[config.mk]
export PLATFORM = sky130hd
export DESIGN_NAME = wb_manager
export DESIGN_NICKNAME = d
export VERILOG_FILES = /design/src/hw/mmio_pkg.sv /design/src/hw/wb_manager.sv
export SDC_FILE = /design/constraint.sdc
export NUM_CORES = 1
export LEC_CHECK = 0
export BUFFER_PORTS_ARGS = -buffer_cell sky130_fd_sc_hd__clkbuf_2
export CORE_ASPECT_RATIO = 0.7
export CORE_MARGIN = 1.5
export CORE_UTILIZATION = 41
export CTS_BUF_LIST = sky130_fd_sc_hd__clkbuf_16
export DETAILED_ROUTE_END_ITERATION = 6
export GPL_ROUTABILITY_DRIVEN = 0
export MAX_ROUTING_LAYER = met4
export PLACE_DENSITY = 0.86
export SETUP_SLACK_MARGIN = 0.4
export SYNTH_ARGS = -nofsm -noshare
export SYNTH_HDL_FRONTEND = slang
export SYNTH_SLANG_ARGS = --single-unit
export TNS_END_PERCENT = 20
[constraint.sdc]
create_clock -name clk -period 4.45 [get_ports clk]
set_input_delay 0.89 -clock clk [delete_from_list [all_inputs] [get_ports clk]]
set_output_delay 0.89 -clock clk [all_outputs]
set_load 0.02 [all_outputs]
[src/hw/mmio_pkg.sv]
`default_nettype none

package mmio_pkg;

    // Data and address widths
    typedef logic [31:0] word_t;
    typedef logic [31:0] addr_t;

    // Keypad code with the app selector above the button number
    localparam int BUTTON_W = 5;
    localparam int APP_W    = 2;
    typedef logic [APP_W+BUTTON_W-1:0] key_code_t;

    // Word index into the SRAM
    typedef logic [9:0] sram_index_t;

    // Memory map
    localparam addr_t RAM_BASE      = 32'h0000_0000;
    localparam int    RAM_WORDS     = 1024;
    localparam addr_t RAM_SPAN      = RAM_WORDS * 4;
    localparam addr_t DISPLAY_BASE  = 32'h0000_E000;
    localparam addr_t DISPLAY_SPAN  = 32'h0000_1000;
    localparam addr_t KEYPAD_ADDR   = 32'h0000_F000;
    localparam word_t UNMAPPED_DATA = 32'hDEAD_BEEF;

    // Wishbone manager to slave
    typedef struct packed {
        logic       cyc;
        logic       stb;
        logic       we;
        logic [3:0] sel;
        addr_t      adr;
        word_t      dat;
    } wb_req_t;

    // Wishbone slave to manager
    typedef struct packed {
        logic  ack;
        word_t dat;
    } wb_rsp_t;

endpackage

`default_nettype wire
[src/hw/wb_manager.sv]
`timescale 1ns/1ps
`default_nettype none

module wb_manager (
    input  logic              clk,
    input  logic              reset,
    input  logic              read_req_i,
    input  logic              write_req_i,
    input  mmio_pkg::addr_t   adr_i,
    input  mmio_pkg::word_t   dat_i,
    output mmio_pkg::wb_req_t wb_req_o,
    input  mmio_pkg::wb_rsp_t wb_rsp_i,
    output mmio_pkg::word_t   dat_o,
    output logic              done_o
);
    import mmio_pkg::*;

    typedef enum logic [1:0] {
        IDLE,
        BUS,
        DONE,
        DRAIN
    } state_t;

    state_t state_q;
    state_t state_d;

    addr_t adr_q;
    word_t wdat_q;
    word_t rdat_q;
    logic  we_q;

    always_comb begin
        state_d = state_q;
        case (state_q)
            IDLE: begin
                if (read_req_i || write_req_i) begin
                    state_d = BUS;
                end
            end
            BUS: begin
                if (wb_rsp_i.ack) begin
                    state_d = DONE;
                end
            end
            DONE: state_d = DRAIN;
            // Held requests must fall before another access starts
            DRAIN: begin
                if (!read_req_i && !write_req_i) begin
                    state_d = IDLE;
                end
            end
            default: state_d = IDLE;
        endcase
    end

    always_ff @(posedge clk or posedge reset) begin
        if (reset) begin
            state_q <= IDLE;
        end else begin
            state_q <= state_d;
        end
    end

    // Request payload, captured when leaving IDLE
    always_ff @(posedge clk) begin
        if (state_q == IDLE && (read_req_i || write_req_i)) begin
            adr_q  <= adr_i;
            wdat_q <= dat_i;
            we_q   <= write_req_i;
        end
        if (state_q == BUS && wb_rsp_i.ack) begin
            rdat_q <= wb_rsp_i.dat;
        end
    end

    always_comb begin
        wb_req_o.cyc = state_q == BUS;
        wb_req_o.stb = state_q == BUS;
        wb_req_o.we  = we_q;
        wb_req_o.sel = 4'hF;
        wb_req_o.adr = adr_q;
        wb_req_o.dat = wdat_q;
    end

    assign dat_o  = rdat_q;
    assign done_o = state_q == DONE;

endmodule

`default_nettype wire

# Word-level counts from Yosys, hierarchy flattened
# Index checks and enable logic that the tools add are counted.
# W data, S select, Z words.
# classes
eq_ne	6
multipliers	0
shifts	0
addsub	0
div_mod_pow	0
n_bitwise	0
mux	4
magnitude_cmp	0
n_reduce_logical	8
# ops
op	count
$pmux W2 S4	1
$mux W2	3
$eq A2 B2 Y1 const B	2
$ne A2 B1 Y1 const B	2
$logic_and A1 B1 Y1	3
$reduce_and A3 Y1	1
$eq A2 B1 Y1 const B	1
$logic_not A1 Y1	2
$logic_not A2 Y1	1
$ne A2 B2 Y1 const B	1
$logic_or A1 B1 Y1	1
# word_totals
elab_cells	23
ram_bits	0
output_inout_bits	104
memories	0
rom_bits	0
input_bits	101
latchBits	0
reg_bits	99

# Logic depth before layout (Yosys ltp)
# logic_depth
word_depth	4
mapped_depth	5
mapped_depth_nobuf	5

# Worst setup path after synthesis
# No wires, ideal clock.
# synth_timing
path_type	in2reg
start	in write_req_i
end	reg adr_q[0], enable pin
setup_time_ns	0.490
path_buffers	0
required_time_ns	3.960
slack_ns	0.290
arrival_time_ns	3.670
path_stages	2
cell_sequence	nor2_1 -> nor2_1
# synth_via
elab_chain_cells	2
# synth_rtl
element	line_no	rtl
start, declared	wb_manager.sv:8	input logic write_req_i,
$logic_or A1 B1 Y1	wb_manager.sv:67	if (state_q == IDLE && (read_req_i || write_req_i)) begin
$logic_and A1 B1 Y1	wb_manager.sv:67	
end signal, assigned	wb_manager.sv:68	adr_q <= adr_i;
end, declared	wb_manager.sv:28	addr_t adr_q;
# Every way passes these cells.
# A chain may end at the register's enable or synchronous reset.

# Worst setup path after layout
# layout_timing
start	reg state_q[1]
end	reg rdat_q[25] (netlist: dat_o[25]), enable pin
# layout_via
elab_chain_cells	2
# layout_rtl
element	line_no	rtl
start, declared	wb_manager.sv:25	state_t state_q;
start signal, assigned	wb_manager.sv:61	state_q <= state_d;
$eq A2 B1 Y1	wb_manager.sv:72	if (state_q == BUS && wb_rsp_i.ack) begin
$logic_and A1 B1 Y1	wb_manager.sv:72	
end signal, assigned	wb_manager.sv:73	rdat_q <= wb_rsp_i.dat;
end, declared	wb_manager.sv:30	word_t rdat_q;
# Every way passes these cells.

==> impl_metrics.toml <==
[critical_path]
crit_fanout = 29
path_class = "reg2reg"
critPathLaunchType = "flip-flop"
cp.arrival_ns = 2.36
critPathRequiredTime_ns = 4.49
end_kind = "flip-flop"

[timing]
max_freq_mhz = 431
min_period_over_period_pct = 52.2
tns_ns = 0
finalWorstSetupSlack_ns = 2.13
fin_worst_skew_ns = 0.00588
whs_ns = 0.379
rsz0062_at_grt = "false"
finalCriticalPeriod_ns = 2.32
tightest_slew_ns = 1.27
finalSetupViolations = 0
final-hold-violation-count = 0
relSlewSlack_pct = 15.6
report.final.slew_viol_count = 0

[placement]
dp_hpwl_um = 5290
detailedPlace.worstSlack_ns = 1.89
place.port_buffers = 200
dp_cells = 422

[floorplanning]
rows = 26
coreArea_sq_mm = 0.00738
start_util_pct = 42.7
ios = 205
fp.dieW_um = 108
die_h_um = 76.4
dieArea_sq_mm = 0.00824

[drt]
ant_nets = 0
met1Wirelength_um = 2570
drc = 0
drt_iter0_markers = 40
routed-wl-met2_um = 3520
wl_per_cell_um = 15.4
wl_met3_um = 565
first_pass_iters = 6
top_layer = "met4"
vias = 1906
vias_per_cell = 4.37
totalWireLength_um = 6700

[grt]
grt_pass1_vias = 1905
track_usage_pct = 16.7
grt_overflow = 0
antenna_found_initial = 0
grt_pass1_wl_um = 9680
grt_max_degree = 32

[clocking]
path_clk_slew_ns = 0.06
ctsResizeCount = 0
cts_buffers = 9
tritoncts = "built"
worstSkewPairLatency_ns = 0.33
clock-sinks = 99
cts_setup_buffers = 0
cts_max_level = 3
clock_path_buffers = 2
cts_hold_buffers = 0
cts-root-buf = "clkbuf_16"

[synth]
ys_ff_latch = 99
yosysSeqAreaShare_pct = 93.9
syn_inst = 124
synth_cell_types = 13
syn_area_sq_mm = 0.00316
ys_warn_count = 0
syn_area_per_cell_sq_um = 25.4

[hold_path]
hold_class = "in2async"

[pwr]
p_seq_share_pct = 48.6
p_int_w = 0.00192
sw_frac_of_total_pct = 30.8
clkPwrFrac_pct = 26.7
leakagePower_nw = 1.99
p_per_area_mw_per_mm2 = 608
combPwrFrac_pct = 24.7
irDropWorstVdd_uv = 382
switchingPower_w = 0.000854
power.total_w = 0.00278

[final_layout]
fillerInstances = 551
final_cells = 436
num-nets-final = 441
diodes = 0
drive_gt1_share_pct = 64.8
syn2layout_area_growth_pct = 44.6

[flow_run]
maxCapViolations = 0

[run_status]
status = "finished, final reports clean"
synth_stat cells, drive strengths merged:
library cell	count	area share [%]
mux2i	1	0.32
inv	4	0.48
nand2b	1	0.20
dfrtp	2	1.6
edfxtp	97	92
nor2	3	0.36
and2	1	0.20
conb	1	0.12
o21ai	1	0.16
o311ai	1	0.52
ha	5	2.0
buf	6	1.4
mux2	1	0.36
worst paths after layout:
| check | startpoint | depth (start not counted) | slack [ns] | end |
|---|---|---|---|---|
| hold / removal | reset | 2 | 0.38 | state_q[1] |
| setup / recovery | state_q[1] | 4 | 2.13 | dat_o[25] |
| setup reg to reg | state_q[1] | 4 | 2.13 | dat_o[25] |
| hold reg to reg | state_q[1] | 1 | 0.59 | state_q[1] |
| min in group clk | state_q[1] | 1 | 0.59 | state_q[1] |
| max in group asynchronous | reset | 2 | 3.97 | state_q[0] |
worst max-delay path: stages (launching register included):
cell and delay [ns]:
dfrtp_1 0.42, inv_1 0.12, ha_1 0.21, and2_1 0.99
buf_4 0.29
logic make-up after synthesis:
kind of cell / count (synthesis) / synth area share [%]
other: 1 / 0.119
buffers and inverters: 10 / 1.90
adder cells (fa/ha/maj): 5 / 1.98
AND/OR/NAND/NOR: 5 / 0.754
flip-flops: 99 / 93.9
multiplexers: 2 / 0.674
AO/OA/AOI/OAI: 2 / 0.674
state kept, by name (all words and copies together), names as in the netlist:
register and cells:
wdat_q 32, we_q 1, dat_o 32, state_q 2, adr_q 32
power by group through the flow:
stage | combinational, W | sequential, W | clock, W
after floorplan | 0.000187 | 0.00160 | 0
after global placement | 0.000675 | 0.00136 | 0
after detailed placement | 0.000695 | 0.00137 | 0
after CTS | 0.000696 | 0.00135 | 0.000765
after global routing | 0.000732 | 0.00137 | 0.000794
final | 0.000685 | 0.00135 | 0.000741
layout by cell type, fill, tap and decap left out:
cell type / count
dfrtp_1: 2
nor2_4: 1
o21ai_1: 1
mux2_1: 1
inv_8: 1
clkinvlp_4: 3
mux2i_1: 1
nand2b_1: 1
clkbuf_16: 9
and2_1: 1
inv_1: 4
bufinv_16: 1
o311ai_2: 1
edfxtp_1: 97
nor2_1: 2
ha_1: 5
clkbuf_2: 200
conb_1: 4
buf_4: 3
final cells by class:
cell class                 count  area, sq um  area share (%)
multi-input combinational     18          151            3.32
timing repair buffer         203         1020            22.4
clock inverter                 5         63.8            1.40
sequential                    99         2960            64.9
clock buffer                   9          225            4.93
tap                           98          123            2.69
inverter                       4         15.0           0.329
metal layers:
layer,up-vias,global-route usage (%)
met1,907,18.4
met5,-,-
met4,0,4.34
met2,106,28.5
met3,5,6.24
li1,888,-
per-stage QoR:
stage	area (sq um)	util, %
3_5_place_dp	4280	57.9
6_report	4560	61.8
2_1_floorplan	3170	-
5_1_grt	4560	61.8
4_1_cts	4560	61.8
3_3_place_gp	4280	57.9
Note: power is estimated with default switching activity, not from simulation.
