`config.mk`:
```
export PLATFORM = sky130hd
export DESIGN_NAME = mmio_addr_decoder
export DESIGN_NICKNAME = d
export VERILOG_FILES = /design/src/hw/mmio_pkg.sv /design/src/hw/mmio_addr_decoder.sv
export SDC_FILE = /design/constraint.sdc
export NUM_CORES = 1
export LEC_CHECK = 0
export BUFFER_PORTS_ARGS = -buffer_cell sky130_fd_sc_hd__buf_2
export CORE_AREA = 2 2 39 41
export DETAILED_ROUTE_END_ITERATION = 10
export DIE_AREA = 0 0 41 43
export SLEW_MARGIN = 20
export SYNTH_ARGS = -nofsm -noshare
export SYNTH_HDL_FRONTEND = slang
export SYNTH_SLANG_ARGS = --single-unit
```
`constraint.sdc`:
```
create_clock -name vclk -period 1.95
set_input_delay 0.195 -clock vclk [all_inputs]
set_output_delay 0.195 -clock vclk [all_outputs]
set_load 0.05 [all_outputs]
```
`src/hw/mmio_pkg.sv`:
```
`default_nettype none

package mmio_pkg;

    // Data and address widths
    typedef logic [31:0] word_t;
    typedef logic [31:0] addr_t;

    // Keypad code with the app selector above the button number
    localparam int BUTTON_W = 5;
    localparam int APP_W    = 2;
    typedef logic [APP_W+BUTTON_W-1:0] key_code_t;

    // Word index into the SRAM
    typedef logic [9:0] sram_index_t;

    // Memory map
    localparam addr_t RAM_BASE      = 32'h0000_0000;
    localparam int    RAM_WORDS     = 1024;
    localparam addr_t RAM_SPAN      = RAM_WORDS * 4;
    localparam addr_t DISPLAY_BASE  = 32'h0000_E000;
    localparam addr_t DISPLAY_SPAN  = 32'h0000_1000;
    localparam addr_t KEYPAD_ADDR   = 32'h0000_F000;
    localparam word_t UNMAPPED_DATA = 32'hDEAD_BEEF;

    // Wishbone manager to slave
    typedef struct packed {
        logic       cyc;
        logic       stb;
        logic       we;
        logic [3:0] sel;
        addr_t      adr;
        word_t      dat;
    } wb_req_t;

    // Wishbone slave to manager
    typedef struct packed {
        logic  ack;
        word_t dat;
    } wb_rsp_t;

endpackage

`default_nettype wire
```
`src/hw/mmio_addr_decoder.sv`:
```
`timescale 1ns/1ps
`default_nettype none

module mmio_addr_decoder (
    input  mmio_pkg::addr_t address_i,
    input  logic            mem_read_i,
    input  logic            mem_write_i,
    output logic            ram_en_o,
    output logic            key_en_o,
    output logic            wen_o,
    output logic            unmapped_o
);
    import mmio_pkg::*;

    logic in_ram;
    logic in_display;
    logic in_keypad;
    logic data_req;

    // Offset compares keep the window checks unsigned and base-relative
    assign in_ram     = (address_i - RAM_BASE) < RAM_SPAN;
    assign in_display = (address_i - DISPLAY_BASE) < DISPLAY_SPAN;
    assign in_keypad  = address_i == KEYPAD_ADDR;

    assign data_req = mem_read_i | mem_write_i;

    always_comb begin
        // A RAM request also covers fetches with no read or write
        ram_en_o = in_ram;
        key_en_o = in_keypad & mem_read_i & ~mem_write_i;
        wen_o    = in_display & mem_write_i;

        // Keypad writes and display reads land here too
        unmapped_o = data_req & ~ram_en_o & ~key_en_o & ~wen_o;
    end

endmodule

`default_nettype wire

```
**Word level (Yosys, flattened, before mapping)**

Index checks and enable logic that the tools add are counted.
W data, S select, Z words.

- Eq/ne operators: 1
- Bitwise operators: 11
- Magnitude comparators: 2
- Add/subtract/negate cells: 1

Operators with widths:

| operator | count |
|---|---|
| $lt A32 B13 Y1 const B | 2 |
| $eq A32 B16 Y1 const B | 1 |
| $sub A32 B16 Y32 const B | 1 |
| $and A1 B1 Y1 | 6 |
| $not A1 Y1 | 4 |
| $or A1 B1 Y1 | 1 |

- Bits in registers: 0
- Input port bits: 34
- Word-level logic and storage cells: 15
- Output and inout bits: 4

**Depth between registers and ports, before layout**

Gate-level depths: netlist of the first run.

- Depth in word-level cells: 6
- Gate-level depth with buffers: 6

**Least setup slack after synthesis of the first run**

Ideal clock, no wire load.

- Kind: input-to-output
- Start: input address_i[13]
- End: output unmapped_o
- Slack: -0.264 ns
- Arrival time: 2.019 ns
- Buffers on the path: 0
- Cell stages on the path: 6
- Cell sequence: ha_1 -> a2111oi_0 -> xor2_1 -> nor4_1 -> and4_4 -> nor3_2

- Elaborated cells between the ends (all ways): 13

RTL lines:

| what | RTL line | RTL |
|---|---|---|
| from (decl) | mmio_addr_decoder.sv:5 | `input mmio_pkg::addr_t address_i,` |
| $sub A32 B16 Y32 | mmio_addr_decoder.sv:22 | `assign in_display = (address_i - DISPLAY_BASE) < DISPLAY_SPAN;` |
| $lt A32 B13 Y1 | mmio_addr_decoder.sv:22 |  |
| $and A1 B1 Y1 | mmio_addr_decoder.sv:31 | `wen_o = in_display & mem_write_i;` |
| via wen_o | mmio_addr_decoder.sv:10 | `output logic wen_o,` |
| $not A1 Y1 | mmio_addr_decoder.sv:34 | `unmapped_o = data_req & ~ram_en_o & ~key_en_o & ~wen_o;` |
| $and A1 B1 Y1 | mmio_addr_decoder.sv:34 |  |
| to (decl) | mmio_addr_decoder.sv:11 | `output logic unmapped_o` |

The timed path passes the listed nets, and every way through them passes these cells.

**Worst setup path after layout of the first run**

- Start: input address_i[27]
- End: output key_en_o

- Cells in the longest elaborated chain, start to end: 3

Ends and longest elaborated chain:

| what | RTL line | RTL |
|---|---|---|
| $eq A32 B16 Y1 | mmio_addr_decoder.sv:23 | `assign in_keypad = address_i == KEYPAD_ADDR;` |
| $and A1 B1 Y1 (2 in series) | mmio_addr_decoder.sv:30 | `key_en_o = in_keypad & mem_read_i & ~mem_write_i;` |
| to (decl) | mmio_addr_decoder.sv:9 | `output logic key_en_o,` |

Every way passes these cells.

==> run summary, run 1 <==
## Layout
- final cell utilization of the core: 46.02%
- Seq Cell Count: 0
- final design area excluding fillers: 636.9 um^2
- number of non-filler instances in the completed layout: 96
- Seq. cell area: 0 um^2
- number of clock-tree buffers in the layout: 0
- total inserted antenna cells: 0
- ratio of cells with drive above 1 in the final layout: 67.50%
- final net count: 117
- area grow syn2layout: 113.9%

## Detailed routing
- vias per cell: 4.990
- Detail Route Antenna Nets: 0
- total number of vias: 479
- DR DRC count: 0
- violation count after the first detailed-routing iteration: 7
- number of iterations in the first detailed-routing pass: 4
- total length of routed wires: 1267 um
- average wire per standard cell: 13.20 um

## Timing
- measured slew at the worst slew-check pin: 280.4 ps
- share of the clock period used by the worst path: 98.66%
- min setup slack post-route: 26.04 ps
- max-slew violations: 0
- endpoints failing setup: 0
- Rel. slew slack: 81.07%
- worst hold margin: 871.2 ps
- final period demand of the worst path: 1924 ps
- Hold Fails Final Rpt: 0
- Post-Route Setup TNS: 0 ps
- peak clock frequency supported by timing: 519.8 MHz

## Placement
- RD Place Congestion: 0.7255
- worst setup slack after placement: -177.2 ps
- Final HPWL DP: 1002 um
- port buffer count: 38
- number of cells in the design after placement: 96
- placed cell area: 544.3 um^2

## Global route
- GRT Resource Usage Total: 11.99%
- maximum number of pins on one net before global-route repair: 7
- initial antenna violation count: 0
- first-pass GRT wire length: 1552 um
- Overflow after GRT: 0
- via count of the first global-routing pass: 366

## Setup path
- CP startpoint kind: input port
- Data required, critical path: 1750 ps
- maximum net fanout on the critical path: 3
- Worst setup EP type: primary output
- Critical Path AT: 1730 ps
- crit path launch: address_i[27]
- kind of critical path: input port to primary output
- worst setup path end: key_en_o

## Floorplanning
- Die Span Y: 43 um
- Core ar.: 1384 um^2
- floorplan die area: 1763 um^2
- initial standard-cell utilization of the core: 21.52%
- ports placed on the boundary: 38
- Cell Rows: 14
- horizontal extent of the die: 41 um

## Clock network
- Setup Buffers After CTS: 0

## Min path
- min-delay src: address_i[29]
- worst hold-check path type: input port to primary output

## Synthesis
- Cell variety after synth: 25
- top post-synthesis cells by area: sky130_fd_sc_hd__nor4_1, sky130_fd_sc_hd__xnor2_1, sky130_fd_sc_hd__nor4_4, sky130_fd_sc_hd__nor2_1, sky130_fd_sc_hd__or4_1
- Mean Syn Cell Area: 7.836 um^2
- synthesized area: 297.8 um^2
- net count of the mapped netlist: 73
- sequential-to-total area share from yosys stat: 0%
- top cell type by total area after synthesis: sky130_fd_sc_hd__nor4_1
- area share of the largest cell type after synthesis: 10.50%
- synthesis warning total: 0
- cell count after synthesis: 38

## Status
- outcome: completed

## Power
- areal power density over the cells: 169.1 nW/um^2
- overall power: 0.1077 mW
- maximum vdd drop: 59.80 uV
- Leakage Power: 0.2657 nW

## Flow run
- max_cap viols: 0

-- final cells by class --
class | count | area (um^2)
multi-input combinational | 38 | 371.6
timing repair buffer | 42 | 245.2
tap | 16 | 20.02
fill | 151 | 747.0
-- layout by cell type (no fill, tap or decap), drive strengths merged --
master / n
nor2: 5
or4: 3
nor4: 7
a211o: 1
o21ai: 1
o41ai: 1
nand3: 2
nor4bb: 1
o31ai: 1
a21oi: 1
a2111oi: 1
xor2: 1
and4: 1
nor3: 1
nor3b: 1
ha: 1
buf: 42
and3: 1
and4b: 1
or3: 2
xnor2: 3
nand4: 2
-- layer usage --
| layer | wire, um | global-route usage (%) | share of wire (%) |
|---|---|---|---|
| met2 | 711 | 21.25 | 56 |
| met5 | 0 | 0 | 0 |
| met1 | 498 | 16.46 | 39 |
| met4 | 0 | 0 | 0 |
| met3 | 57 | 0 | 4.5 |
-- logic make-up (layout without fill, tap and decap cells) --
family / count (synthesis) / in the layout / share of synthesized area, %
AO/OA/AOI/OAI: 6 / 6 / 16.39
XOR/XNOR: 4 / 4 / 11.77
adder cells (fa/ha/maj): 1 / 1 / 4.201
buffers and inverters: 0 / 42 / 0
AND/OR/NAND/NOR: 27 / 27 / 67.65
-- synth_stat cells --
library cell,count
sky130_fd_sc_hd__or4_1,2
sky130_fd_sc_hd__nor4_1,5
sky130_fd_sc_hd__xor2_1,1
sky130_fd_sc_hd__and4_4,1
sky130_fd_sc_hd__nor4_2,1
sky130_fd_sc_hd__nor4_4,1
sky130_fd_sc_hd__a211o_2,1
sky130_fd_sc_hd__o21ai_0,1
sky130_fd_sc_hd__nand3_1,2
sky130_fd_sc_hd__a21oi_2,1
sky130_fd_sc_hd__and4b_1,1
sky130_fd_sc_hd__nor2_1,5
sky130_fd_sc_hd__o31ai_1,1
sky130_fd_sc_hd__and3_1,1
sky130_fd_sc_hd__nand4_1,2
sky130_fd_sc_hd__or3_2,1
sky130_fd_sc_hd__nor3b_1,1
sky130_fd_sc_hd__nor4bb_1,1
sky130_fd_sc_hd__or3_1,1
sky130_fd_sc_hd__xnor2_1,3
sky130_fd_sc_hd__ha_1,1
sky130_fd_sc_hd__a2111oi_0,1
sky130_fd_sc_hd__nor3_2,1
sky130_fd_sc_hd__or4_4,1
sky130_fd_sc_hd__o41ai_1,1
-- worst min path at each step --
stage | depth (start not counted) | slack (ps) | endpoint
2_1_floorplan | 2 | 660 | wen_o
6_report | 4 | 870 | ram_en_o
3_3_place_gp | 4 | 850 | ram_en_o
5_1_grt | 4 | 880 | key_en_o
4_1_cts | 4 | 850 | ram_en_o
3_5_place_dp | 4 | 850 | ram_en_o
-- where the power goes --
part	total (mW)	leakage, nW	internal, mW	switching, mW
Combinational	0.108	0.266	0.0582	0.0495
Clock	0	0	0	0
Sequential	0	0	0	0
-- critical path, cell delays in order --
cell	delay [ps]
sky130_fd_sc_hd__buf_2	100
sky130_fd_sc_hd__nor4_2	320
sky130_fd_sc_hd__nand3_1	180
sky130_fd_sc_hd__or4_4	540
sky130_fd_sc_hd__nor2_1	120
sky130_fd_sc_hd__buf_2	270
-- what timing repair did --
item	CTS	global route
setup endpoints to repair	2	4
gates resized for setup	6	12
hold buffers	0	0
pin swaps	4	10
No activity file was read; power rests on OpenSTA's default activity.
==> run 2, diff against run 1 <==
REMOVE_ABC_BUFFERS = 1   (was unset)
clock period = 2.14 ns   (was 1.95 ns; I/O delays follow)
==> run 2 against run 1 <==
Against the previous run: via count is 2.9% lower; setup slack better by 96 ps; critical path type unchanged; total power is 31% lower; first-iteration DRC count is 130% higher; final cell count is 4.2% lower.
==> run summary, run 2 (synthesized netlist as in run 1, its figures left out) <==
## Status
- outcome: completed

## Power
- maximum vdd drop: 47.62 uV
- areal power density over the cells: 141.0 nW/um^2
- Leakage Power: 0.2234 nW

## Setup path
- crit path launch: address_i[13]
- CP startpoint kind: input port
- Critical Path AT: 1800 ps
- kind of critical path: input port to primary output
- maximum net fanout on the critical path: 4
- Data required, critical path: 1930 ps
- Worst setup EP type: primary output

## Detailed routing
- total number of vias: 465
- met1 wire length: 528 um
- highest layer used for signal routing: met3
- average wire per standard cell: 12.01 um
- vias per cell: 5.054
- DR DRC count: 0
- Detail Route Antenna Nets: 0
- total length of routed wires: 1105 um
- violation count after the first detailed-routing iteration: 16
- met2 layer wire length in the routed design: 506 um
- detailed-routed wire length on met3: 70 um
- number of iterations in the first detailed-routing pass: 4

## Min path
- worst hold-check path type: input port to primary output
- min-delay src: mem_read_i

## Floorplanning
- initial standard-cell utilization of the core: 21.52%
- floorplan die area: 1763 um^2
- Die Span Y: 43 um
- Core ar.: 1384 um^2
- Cell Rows: 14
- ports placed on the boundary: 38
- horizontal extent of the die: 41 um

## Global route
- initial antenna violation count: 0
- first-pass GRT wire length: 1704 um
- Overflow after GRT: 0
- maximum number of pins on one net before global-route repair: 8
- via count of the first global-routing pass: 417
- GRT Resource Usage Total: 12.89%

## Clock network
- number of hold buffers added after cts: 0

## Layout
- final net count: 113
- ratio of cells with drive above 1 in the final layout: 63.16%
- number of clock-tree buffers in the layout: 0
- Seq. cell area: 0 um^2
- final design area excluding fillers: 525.5 um^2
- final cell utilization of the core: 37.97%
- leading cell type in the layout, fill and taps excluded: sky130_fd_sc_hd__buf_2
- Seq Cell Count: 0
- area grow syn2layout: 76.47%
- total inserted antenna cells: 0
- leading cell types in the layout, fill and taps excluded: sky130_fd_sc_hd__buf_2, sky130_fd_sc_hd__nor2_1, sky130_fd_sc_hd__nor4_1
- number of non-filler instances in the completed layout: 92

## Timing
- Hold Fails Final Rpt: 0
- RSZ-0062 raised after global routing: false
- max-slew violations: 0
- share of the clock period used by the worst path: 94.28%
- peak clock frequency supported by timing: 495.6 MHz
- measured slew at the worst slew-check pin: 335.4 ps
- endpoints failing setup: 0
- final period demand of the worst path: 2018 ps
- worst hold margin: 849.2 ps
- Rel. slew slack: 77.59%

## Placement
- port buffer count: 38
- placed cell area: 508.0 um^2
- RD Place Congestion: 0.8372
- number of cells in the design after placement: 92

## Flow run
- max_cap viols: 0

run 2: power breakdown:
part           total (mW)  internal [mW]  switching (mW)
clock                   0              0               0
combinational      0.0741         0.0380          0.0361
sequential              0              0               0
total              0.0741         0.0380          0.0361
run 2: critical path, cell delays in order:
cell	delay, ps
sky130_fd_sc_hd__buf_2	120
sky130_fd_sc_hd__ha_2	260
sky130_fd_sc_hd__nor4bb_1	270
sky130_fd_sc_hd__nand3_1	120
sky130_fd_sc_hd__nor4_1	310
sky130_fd_sc_hd__and4_4	270
sky130_fd_sc_hd__clkbuf_4	230
run 2: layer usage:
| metal | vias up | GRT usage, % |
|---|---|---|
| met5 | - | 0 |
| met4 | 0 | 0 |
| met3 | 0 | 0 |
| met2 | 17 | 19.38 |
| met1 | 206 | 21.20 |
| li1 | 242 | - |
run 2: area by class of cell:
class | instances | area, um^2
timing repair buffer | 38 | 198.9
tap | 16 | 20.02
fill | 153 | 858.3
multi-input combinational | 38 | 306.5
run 2: path summary, 6_finish.rpt:
path | slack, ps | end | cells after the start
hold / removal | 850 | unmapped_o | 4
setup / recovery | 120 | wen_o | 7
run 2: what timing repair did:
item | in CTS | in global routing
pin swaps | 0 | 0
gates cloned | 0 | 0
endpoints found under the setup margin | 2 | 2
gates resized for setup | 2 | 5
setup buffers | 0 | 0
run 2: per-stage QoR:
stage	total power, mW	setup slack (ps)	setup TNS (ps)
2_1_floorplan	0.02532	-112.3	-112.3
3_3_place_gp	0.06920	-96.57	-175.9
3_5_place_dp	0.06978	-130.9	-243.0
4_1_cts	0.07164	34.72	0
5_1_grt	0.08108	31.10	0
6_report	0.07407	122.4	0
