$ cat src/hw/mmio_pkg.sv
`default_nettype none

package mmio_pkg;

    // Data and address widths
    typedef logic [31:0] word_t;
    typedef logic [31:0] addr_t;

    // Keypad code with the app selector above the button number
    localparam int BUTTON_W = 5;
    localparam int APP_W    = 2;
    typedef logic [APP_W+BUTTON_W-1:0] key_code_t;

    // Word index into the SRAM
    typedef logic [9:0] sram_index_t;

    // Memory map
    localparam addr_t RAM_BASE      = 32'h0000_0000;
    localparam int    RAM_WORDS     = 1024;
    localparam addr_t RAM_SPAN      = RAM_WORDS * 4;
    localparam addr_t DISPLAY_BASE  = 32'h0000_E000;
    localparam addr_t DISPLAY_SPAN  = 32'h0000_1000;
    localparam addr_t KEYPAD_ADDR   = 32'h0000_F000;
    localparam word_t UNMAPPED_DATA = 32'hDEAD_BEEF;

    // Wishbone manager to slave
    typedef struct packed {
        logic       cyc;
        logic       stb;
        logic       we;
        logic [3:0] sel;
        addr_t      adr;
        word_t      dat;
    } wb_req_t;

    // Wishbone slave to manager
    typedef struct packed {
        logic  ack;
        word_t dat;
    } wb_rsp_t;

endpackage

`default_nettype wire
$ cat src/hw/keypad_register.sv
`timescale 1ns/1ps
`default_nettype none

module keypad_register (
    input  logic                          clk,
    input  logic                          reset,
    input  logic                          rising_i,
    input  logic [mmio_pkg::BUTTON_W-1:0] button_pressed_i,
    input  logic [mmio_pkg::APP_W-1:0]    app_i,
    output mmio_pkg::key_code_t           key_code_o
);
    import mmio_pkg::*;

    key_code_t key_code_q;
    key_code_t key_code_d;

    // App selector sits over the button number
    assign key_code_d = {app_i, button_pressed_i};

    // Latest key wins; held until the next strobe
    always_ff @(posedge clk or posedge reset) begin
        if (reset) begin
            key_code_q <= '0;
        end else if (rising_i) begin
            key_code_q <= key_code_d;
        end
    end

    assign key_code_o = key_code_q;

endmodule

`default_nettype wire

$ cat config.mk
export PLATFORM = sky130hd
export DESIGN_NAME = keypad_register
export DESIGN_NICKNAME = d
export VERILOG_FILES = /design/src/hw/mmio_pkg.sv /design/src/hw/keypad_register.sv
export SDC_FILE = /design/constraint.sdc
export NUM_CORES = 1
export LEC_CHECK = 0
export BUFFER_PORTS_ARGS = -buffer_cell sky130_fd_sc_hd__buf_2
export CAP_MARGIN = 30
export CORE_AREA = 2 2 39 41
export CTS_CLUSTER_SIZE = 25
export DETAILED_ROUTE_END_ITERATION = 10
export DIE_AREA = 0 0 41 43
export GPL_TIMING_DRIVEN = 0
export PLACE_DENSITY = 0.54
export REMOVE_ABC_BUFFERS = 1
export SLEW_MARGIN = 40
export SYNTH_ARGS = -nofsm -noshare
export SYNTH_HDL_FRONTEND = slang
export SYNTH_SLANG_ARGS = --single-unit
$ cat constraint.sdc
create_clock -name clk -period 0.8 [get_ports clk]
set_input_delay 0.2 -clock clk [delete_from_list [all_inputs] [get_ports clk]]
set_output_delay 0.2 -clock clk [all_outputs]
set_load 0.02 [all_outputs]
Word level (Yosys, flattened, before mapping)
Cells that the tools add are included.
- register bits: 7
- bits of input ports: 10
- output and inout port bits: 7
- word-level logic and storage cells: 1

Depth between registers and ports, before layout
Gate-level depths: netlist of the first run.
- depth in word-level cells: 0
- gate-level depth with buffers: 2

Least setup slack after synthesis of the first run
OpenSTA, ideal clock, no wires.
- path type: register to register
- start point: reg, netlist name key_code_o[0]
- end point: reg key_code_q[0], in the netlist key_code_o[0]
- library setup time: 0.125 ns
- arrival: 0.710 ns
- required time: 0.675 ns
- path slack: -0.035 ns
- cell stages (with the launch flop): 2
- buffers on the path: 0
- cell sequence: dfrtp_1 > mux2_4
- RTL lines (what ; RTL line ; text):
    end signal: assignment ; keypad_register.sv:25 ; key_code_q <= key_code_d;
    end: declaration ; keypad_register.sv:14 ; key_code_t key_code_q;

Worst setup path in the final report of the first run
- start point: reg key_code_q[1], in the netlist key_code_o[1]
- end point: out key_code_o[1]
- RTL lines (what ; RTL line ; text):
    end: declaration ; keypad_register.sv:10 ; output mmio_pkg::key_code_t key_code_o
No word-level cell between the ends.

==> results.md, run 1 <==
- Status: finished, violations left
- Failing checks: setup timing
- Critical path depth in cells: 1
- Number of cells on the worst reg-to-reg path: 2
- Vias post-DR: 201
- Largest cells by area after synthesis: dfrtp_1 (59%), mux2_4 (36%), buf_6 (3.8%)
- Internal power: 722 µW
- Final wirelength: 566 µm
- Gpl congestion: 0.539
- RSZ-0062 raised after global routing: true
- Initial core utilization: 21.3%
- Worst R2R Start: key_code_o[2]
- Hold Crit Start: button_pressed_i[1]
- Fmax: 1030 MHz
- Critical Path RT: 600 ps
- Setup slack, reg-to-reg: -90 ps
- Post-Syn Area: 295 µm²
- Wire per inst: 10.7 µm
- Netlist cell types: 4
- Global-route wire length before repair: 848 µm
- Worst Path Max Fanout: 2
- Total clock sinks: 7
- Top cell type's share of synthesized area: 59.3%
- Worst clock skew: 0 ps
- Die X: 41 µm
- Die ar.: 0.00176 mm²
- Final core occ: 34.1%
- Core ar.: 0.00138 mm²
- R2r endpoint: key_code_o[2]
- Most common cell after layout, fill and taps aside: buf_2
- Syn Inst Count: 16
- Slew Limit Headroom: 82.7%
- Worst skew pair latency: 240 ps
- Initial DRC Count: 2
- Max FFs per register: 7
- Synth Area per Inst: 18.5 µm²
- Register area share after synthesis: 59.3%
- Post-synth top area cell: dfrtp_1
- GRT overflow: 0
- CTS Buf Count: 3
- Crit path kind: flip-flop to output port
- Final #Nets: 48
- # diodes: 0
- # DRC: 0
- Vias in the first global route: 204
- Max incr delay on CP: 390 ps
- Setup violations, final: 8
- Period utilization: 122%
- Initial antenna violation count: 0
- Filler cell count: 147
- Port Buffers: 16
- CP max-delay cell: dfrtp_1
- TritonRoute pass-1 iters: 2
- Critical Path Sink Type: output port
- Synthesis Warnings: 0
- # rows: 14
- Sw Pwr: 239 µW
- Total track usage: 7.98%
- Final Max Slew Viols: 0
- Static leakage: 0.246 nW
- Largest net degree at the start of global routing: 8
- Maximum vdd drop: 0.770 mV
- Worst-margin pin slew: 259 ps
- Hold Vio Cnt, Final: 0
- Synthesis-stage register bit count: 7
- Seq pwr share: 43.3%
- Power Density: 2040 mW/mm²
- H-tree levels: 1
- CTS tree: built
- Most frequent cells in the layout: buf_2 (9), mux2_4 (7), dfrtp_1 (7), buf_6 (7), clkbuf_4 (3)
- Die Height: 43 µm
- Fin crit period: 973 ps
- Clk buf depth: 2
- Via density: 3.79
- Hold Crit Class: input pin to flip-flop
- Startpoint Class: flip-flop
- Smallest hold slack: 184 ps
- Max cap viols: 0
- Post-route setup slack: -173 ps
- Syn-to-layout area delta: 59.7%
- Dpl ws: -88.5 ps
- Clock Power Share: 32.3%
- Worst Hold Depth: 2
- Top Family by Delay on Critical Path: flip-flops
- CP cell instances: buf_6
- CP bufs+invs: 1
- Clock root buffer: clkbuf_4
- Endpoint, Worst Hold: key_code_o[1]
- Crit path DAT: 770 ps
- Net Sw Frac: 24.8%
- Combinational power share: 24.4%
- Clock-pin slew on the worst setup and hold paths: 50 ps
- Io pins: 17
- Layout cell share with drive strength beyond 1: 73.0%
- Final ANT Viol Nets: 0
power by group through the flow:
stage / Sequential [mW] / Combinational (mW) / Clock (mW)
2_1_floorplan: 0.459 / 0.0637 / 0
3_3_place_gp: 0.412 / 0.181 / 0
3_5_place_dp: 0.412 / 0.185 / 0
4_1_cts: 0.416 / 0.238 / 0.330
5_1_grt: 0.420 / 0.251 / 0.365
6_report: 0.416 / 0.235 / 0.311
stage by stage:
| stage | total power [mW] | TNS [ps] | area (µm²) | instances |
|---|---|---|---|---|
| 3_3_place_gp | 0.594 | -504 | 384 | 47 |
| 3_5_place_dp | 0.597 | -591 | 384 | 47 |
| 6_report | 0.961 | -1250 | 472 | 53 |
| 4_1_cts | 0.983 | -1330 | 472 | 53 |
| 2_1_floorplan | 0.522 | -243 | 284 | 15 |
| 5_1_grt | 1.04 | -1560 | 472 | 53 |
synth_stat cells:
cell type / instances
buf_6: 1
inv_1: 1
mux2_4: 7
dfrtp_1: 7
final cells by class:
type,count,area [µm²],area share (%)
multi-input combinational,7,105,22.3
clock buffer,4,26.3,5.57
sequential,7,175,37.1
tap,16,20.0,4.24
timing repair buffer,18,141,30.0
inverter,1,3.75,0.796
how the worst max path moves through the flow:
stage                  start            end
2_1_floorplan  key_code_o[0]  key_code_o[0]
3_3_place_gp        rising_i  key_code_o[6]
3_5_place_dp        rising_i  key_code_o[3]
4_1_cts        key_code_o[3]  key_code_o[3]
5_1_grt        key_code_o[5]  key_code_o[5]
6_report       key_code_o[1]  key_code_o[1]
per-layer routing:
layer / track usage, % / vias to the layer above / part of all wire (%)
met3: 5.24 / 0 / 17
met4: 6.00 / 0 / 0
li1: - / 95 / -
met1: 8.85 / 89 / 43
met5: 0 / - / 0
met2: 10.3 / 17 / 39
cells by family (layout without fill, tap and decap cells):
group    Yosys count  count (layout)  synth area share, %
mux                7               7                 35.6
flops              7               7                 59.3
buf+inv            2              23                 5.08
what timing repair did:
action                                  4_1_cts  5_1_grt
buffers inserted                              1        0
hold buffers                                  1        0
resized for setup                            14        0
endpoints found under the setup margin        7        8
cloned                                        0        0
endpoints found under the hold margin         7        0
Power figures use the tool's default switching activity.
==> inputs of run 2 (changes only) <==
--- a/config.mk
+++ b/config.mk
@@ -5,6 +5,7 @@
 export SDC_FILE = /design/constraint.sdc
 export NUM_CORES = 1
 export LEC_CHECK = 0
+export ABC_AREA = 1
 export BUFFER_PORTS_ARGS = -buffer_cell sky130_fd_sc_hd__buf_2
 export CAP_MARGIN = 30
 export CORE_AREA = 2 2 39 41
@@ -12,7 +13,7 @@
 export DETAILED_ROUTE_END_ITERATION = 10
 export DIE_AREA = 0 0 41 43
 export GPL_TIMING_DRIVEN = 0
-export PLACE_DENSITY = 0.54
+export PLACE_DENSITY = 0.52
 export REMOVE_ABC_BUFFERS = 1
 export SLEW_MARGIN = 40
 export SYNTH_ARGS = -nofsm -noshare
==> run 2 against run 1 <==
  * The flow still finishes with violations (setup timing)
  * Synthesized cell count grew 94%
  * Total power decreased by 3.9%
  * Via count grew 28%
  * Setup slack improved by 2.4 ps
  * Cell area shrank 1.6%
  * Routed wire length is 4.4% higher
  * Sequential power fell by 2%
  * Non-clock buffer count grew 2
  * Critical path type unchanged
  * Largest power group unchanged
==> results.md, run 2 <==
- Count leader, synth: nand2_1
- Wire per inst: 8.44 µm (was 10.7 µm)
- Global-route wire length before repair: 841 µm (was 848 µm)
- Clock Power Share: 34.0% (was 32.3%)
- Synthesis-stage register bit count: 7 (unchanged)
- Number of cells on the worst reg-to-reg path: 3 (was 2)
- Synth Area per Inst: 8.80 µm² (was 18.5 µm²)
- Crit path kind: flip-flop to output port (unchanged)
- Crit path DAT: 770 ps (about the same)
- Static leakage: 0.268 nW (was 0.246 nW)
- Post-route setup slack: -170 ps (was -173 ps)
- Clock root buffer: clkbuf_4 (unchanged)
- CP cell instances: buf_6 (unchanged)
- Sw Pwr: 241 µW (was 239 µW)
- Synth cell count leaders: nand2_1 (21), dfrtp_1 (7), buf_6 (1), inv_1 (1), inv_2 (1) (was dfrtp_1 (7), mux2_4 (7), buf_6 (1), inv_1 (1))
- Top Family by Delay on Critical Path: flip-flops (unchanged)
- RSZ-0062 raised after global routing: true (unchanged)
- Setup TNS: -1160 ps (was -1250 ps)
- Critical Path RT: 600 ps (about the same)
- Post-synth top area cell: dfrtp_1 (unchanged)
- Area of the multi-input gates: 78.8 µm² (was 105 µm²)
- Clock-pin slew on the worst setup and hold paths: 50 ps (about the same)
- Final Cell Area: 464 µm² (was 472 µm²)
- Total clock sinks: 7 (unchanged)
- Critical path depth in cells: 1 (unchanged)
- Internal power: 683 µW (was 722 µW)
- # rows: 14 (unchanged)
- Final #Nets: 65 (was 48)
- Largest cells by area after synthesis: dfrtp_1 (64%), nand2_1 (29%), buf_6 (4.1%) (was dfrtp_1 (59%), mux2_4 (36%), buf_6 (3.8%))
- Largest net degree at the start of global routing: 9 (was 8)
- Most frequent cells in the layout: nand2_1 (21), buf_2 (9), dfrtp_1 (7), buf_6 (7) (was buf_2 (9), mux2_4 (7), dfrtp_1 (7), buf_6 (7), clkbuf_4 (3))
- Smallest hold slack: 152 ps (was 184 ps)
- Combinational power share: 21.8% (was 24.4%)
- Hold Vio Cnt, Final: 0 (unchanged)
- Period utilization: 121% (was 122%)
- Power Density: 1990 mW/mm² (was 2040 mW/mm²)
- Maximum vdd drop: 0.871 mV (was 0.770 mV)
- CP bufs+invs: 1 (unchanged)
- Fmax: 1030 MHz (about the same)
- Die X: 41 µm (unchanged)
- Number of enable flip-flop cells after synthesis: 0 (unchanged)
- Max cap viols: 0 (unchanged)
- CTS Buf Count: 3 (unchanged)
- Critical Path Sink Type: output port (unchanged)
- Register Area: 175 µm² (unchanged)
- Post-Syn Area: 273 µm² (was 295 µm²)
- Initial core utilization: 19.7% (was 21.3%)
- Failing checks: setup timing (unchanged)
- H-tree levels: 1 (unchanged)
- Async SR Flop Fraction: 100% (unchanged)
- Worst Path Max Fanout: 2 (unchanged)
- Register area share after synthesis: 64.2% (was 59.3%)
- Die ar.: 0.00176 mm² (unchanged)
- Vias in the first global route: 194 (was 204)
- Gpl congestion: 0.597 (was 0.539)
- Initial antenna violation count: 0 (unchanged)
- Placed insts: 62 (was 47)
- Syn Inst Count: 31 (was 16)
- Setup violations, final: 7 (was 8)
- Net Sw Frac: 26.1% (was 24.8%)
- Dpl ws: 79.4 ps (was -88.5 ps)
- Fin crit period: 970 ps (was 973 ps)
- Vias post-DR: 257 (was 201)
- Seq pwr share: 44.2% (was 43.3%)
- Top cell type's share of synthesized area: 64.2% (was 59.3%)
- Clk buf depth: 2 (unchanged)
- Core ar.: 0.00138 mm² (unchanged)
- Final core occ: 33.5% (was 34.1%)
- Io pins: 17 (unchanged)
- Initial DRC Count: 4 (was 2)
- Filler cell count: 145 (was 147)
- TritonRoute pass-1 iters: 4 (was 2)
- Max FFs per register: 7 (unchanged)
- # diodes: 0 (unchanged)
- Max incr delay on CP: 390 ps (about the same)
- Final wirelength: 591 µm (was 566 µm)
- Worst clock skew: 0 ps (unchanged)
- Tot Pwr: 924 µW (was 961 µW)
- Via density: 3.67 (was 3.79)
- GRT overflow: 0 (unchanged)
- # DRC: 0 (unchanged)
- Slew Limit Headroom: 82.2% (was 82.7%)
- Final non-filler cell total: 70 (was 53)
- Startpoint Class: flip-flop (unchanged)
- Hold Crit Class: input pin to flip-flop (unchanged)
- DP Area: 362 µm² (was 384 µm²)
- Final ANT Viol Nets: 0 (unchanged)
- Layout cell share with drive strength beyond 1: 42.6% (was 73.0%)
- Die Height: 43 µm (unchanged)
- Final Max Slew Viols: 0 (unchanged)
- Most common cell after layout, fill and taps aside: nand2_1 (was buf_2)
- Netlist cell types: 5 (was 4)
- Status: finished, violations left (unchanged)
- Worst-margin pin slew: 267 ps (was 259 ps)
- Total track usage: 7.60% (was 7.98%)
- Ys flop type: dfrtp_1 (unchanged)
- Syn-to-layout area delta: 70.2% (was 59.7%)
- Worst skew pair latency: 240 ps (about the same)
- Port Buffers: 16 (unchanged)
- CTS tree: built (unchanged)
- CP max-delay cell: dfrtp_1 (unchanged)
- Synthesis Warnings: 0 (unchanged)
- Worst Hold Depth: 3 (was 2)
-- run 2: cell count changes in the layout (fill, tap and decap cells not counted), sizes merged --
| cell | change |
|---|---|
| inv | +1 |
| nand2 | +21 |
| mux2 | -7 |
| buf | +2 |
-- run 2: cells by family after synthesis --
logic type,Yosys count,synth area share [%]
buf+inv,3,6.88
flops,7,64.2
simple gates,21,28.9
-- run 2: path summary, 6_finish.rpt --
| path | from | end | slack [ps] |
|---|---|---|---|
| hold / removal | button_pressed_i[3] | key_code_o[3] | 150 |
| hold reg to reg | key_code_o[2] | key_code_o[2] | 500 |
| setup / recovery | key_code_o[3] | key_code_o[3] | -170 |
| max in group asynchronous | reset | key_code_o[3] | 160 |
| min in group asynchronous | reset | key_code_o[2] | 420 |
| setup reg to reg | key_code_o[5] | key_code_o[5] | 80 |
-- run 2: cell type report --
type	count	area share [%]
Sequential cell	7	37.7
Timing Repair Buffer	20	33.7
Multi-Input combinational cell	21	17.0
Clock buffer	4	5.66
Tap cell	16	4.31
Inverter	2	1.62
-- run 2: power by group through the flow --
stage	combinational, mW	sequential (mW)	clock (mW)
global placement	0.144	0.405	0
detailed placement	0.145	0.406	0
finish	0.201	0.408	0.314
CTS	0.192	0.408	0.332
floorplan	0.0368	0.447	0
global route	0.217	0.409	0.363
-- run 2: timing repair --
action / 4_1_cts / 5_1_grt
hold endpoints to repair: 7 / 0
resized for setup: 14 / 0
gates cloned: 0 / 0
buffers inserted: 1 / 2
hold buffers: 1 / 0
setup endpoints to repair: 7 / 7
-- run 2: per-layer routing --
layer / up-vias / routed length [µm] / GRT usage [%] / share of wire [%]
li1: 135 / - / - / -
met1: 109 / 256 / 8.94 / 43
met2: 13 / 267 / 10.3 / 45
met3: 0 / 66 / 7.85 / 11
met4: 0 / 0 / 0 / 0
met5: - / 0 / 0 / 0
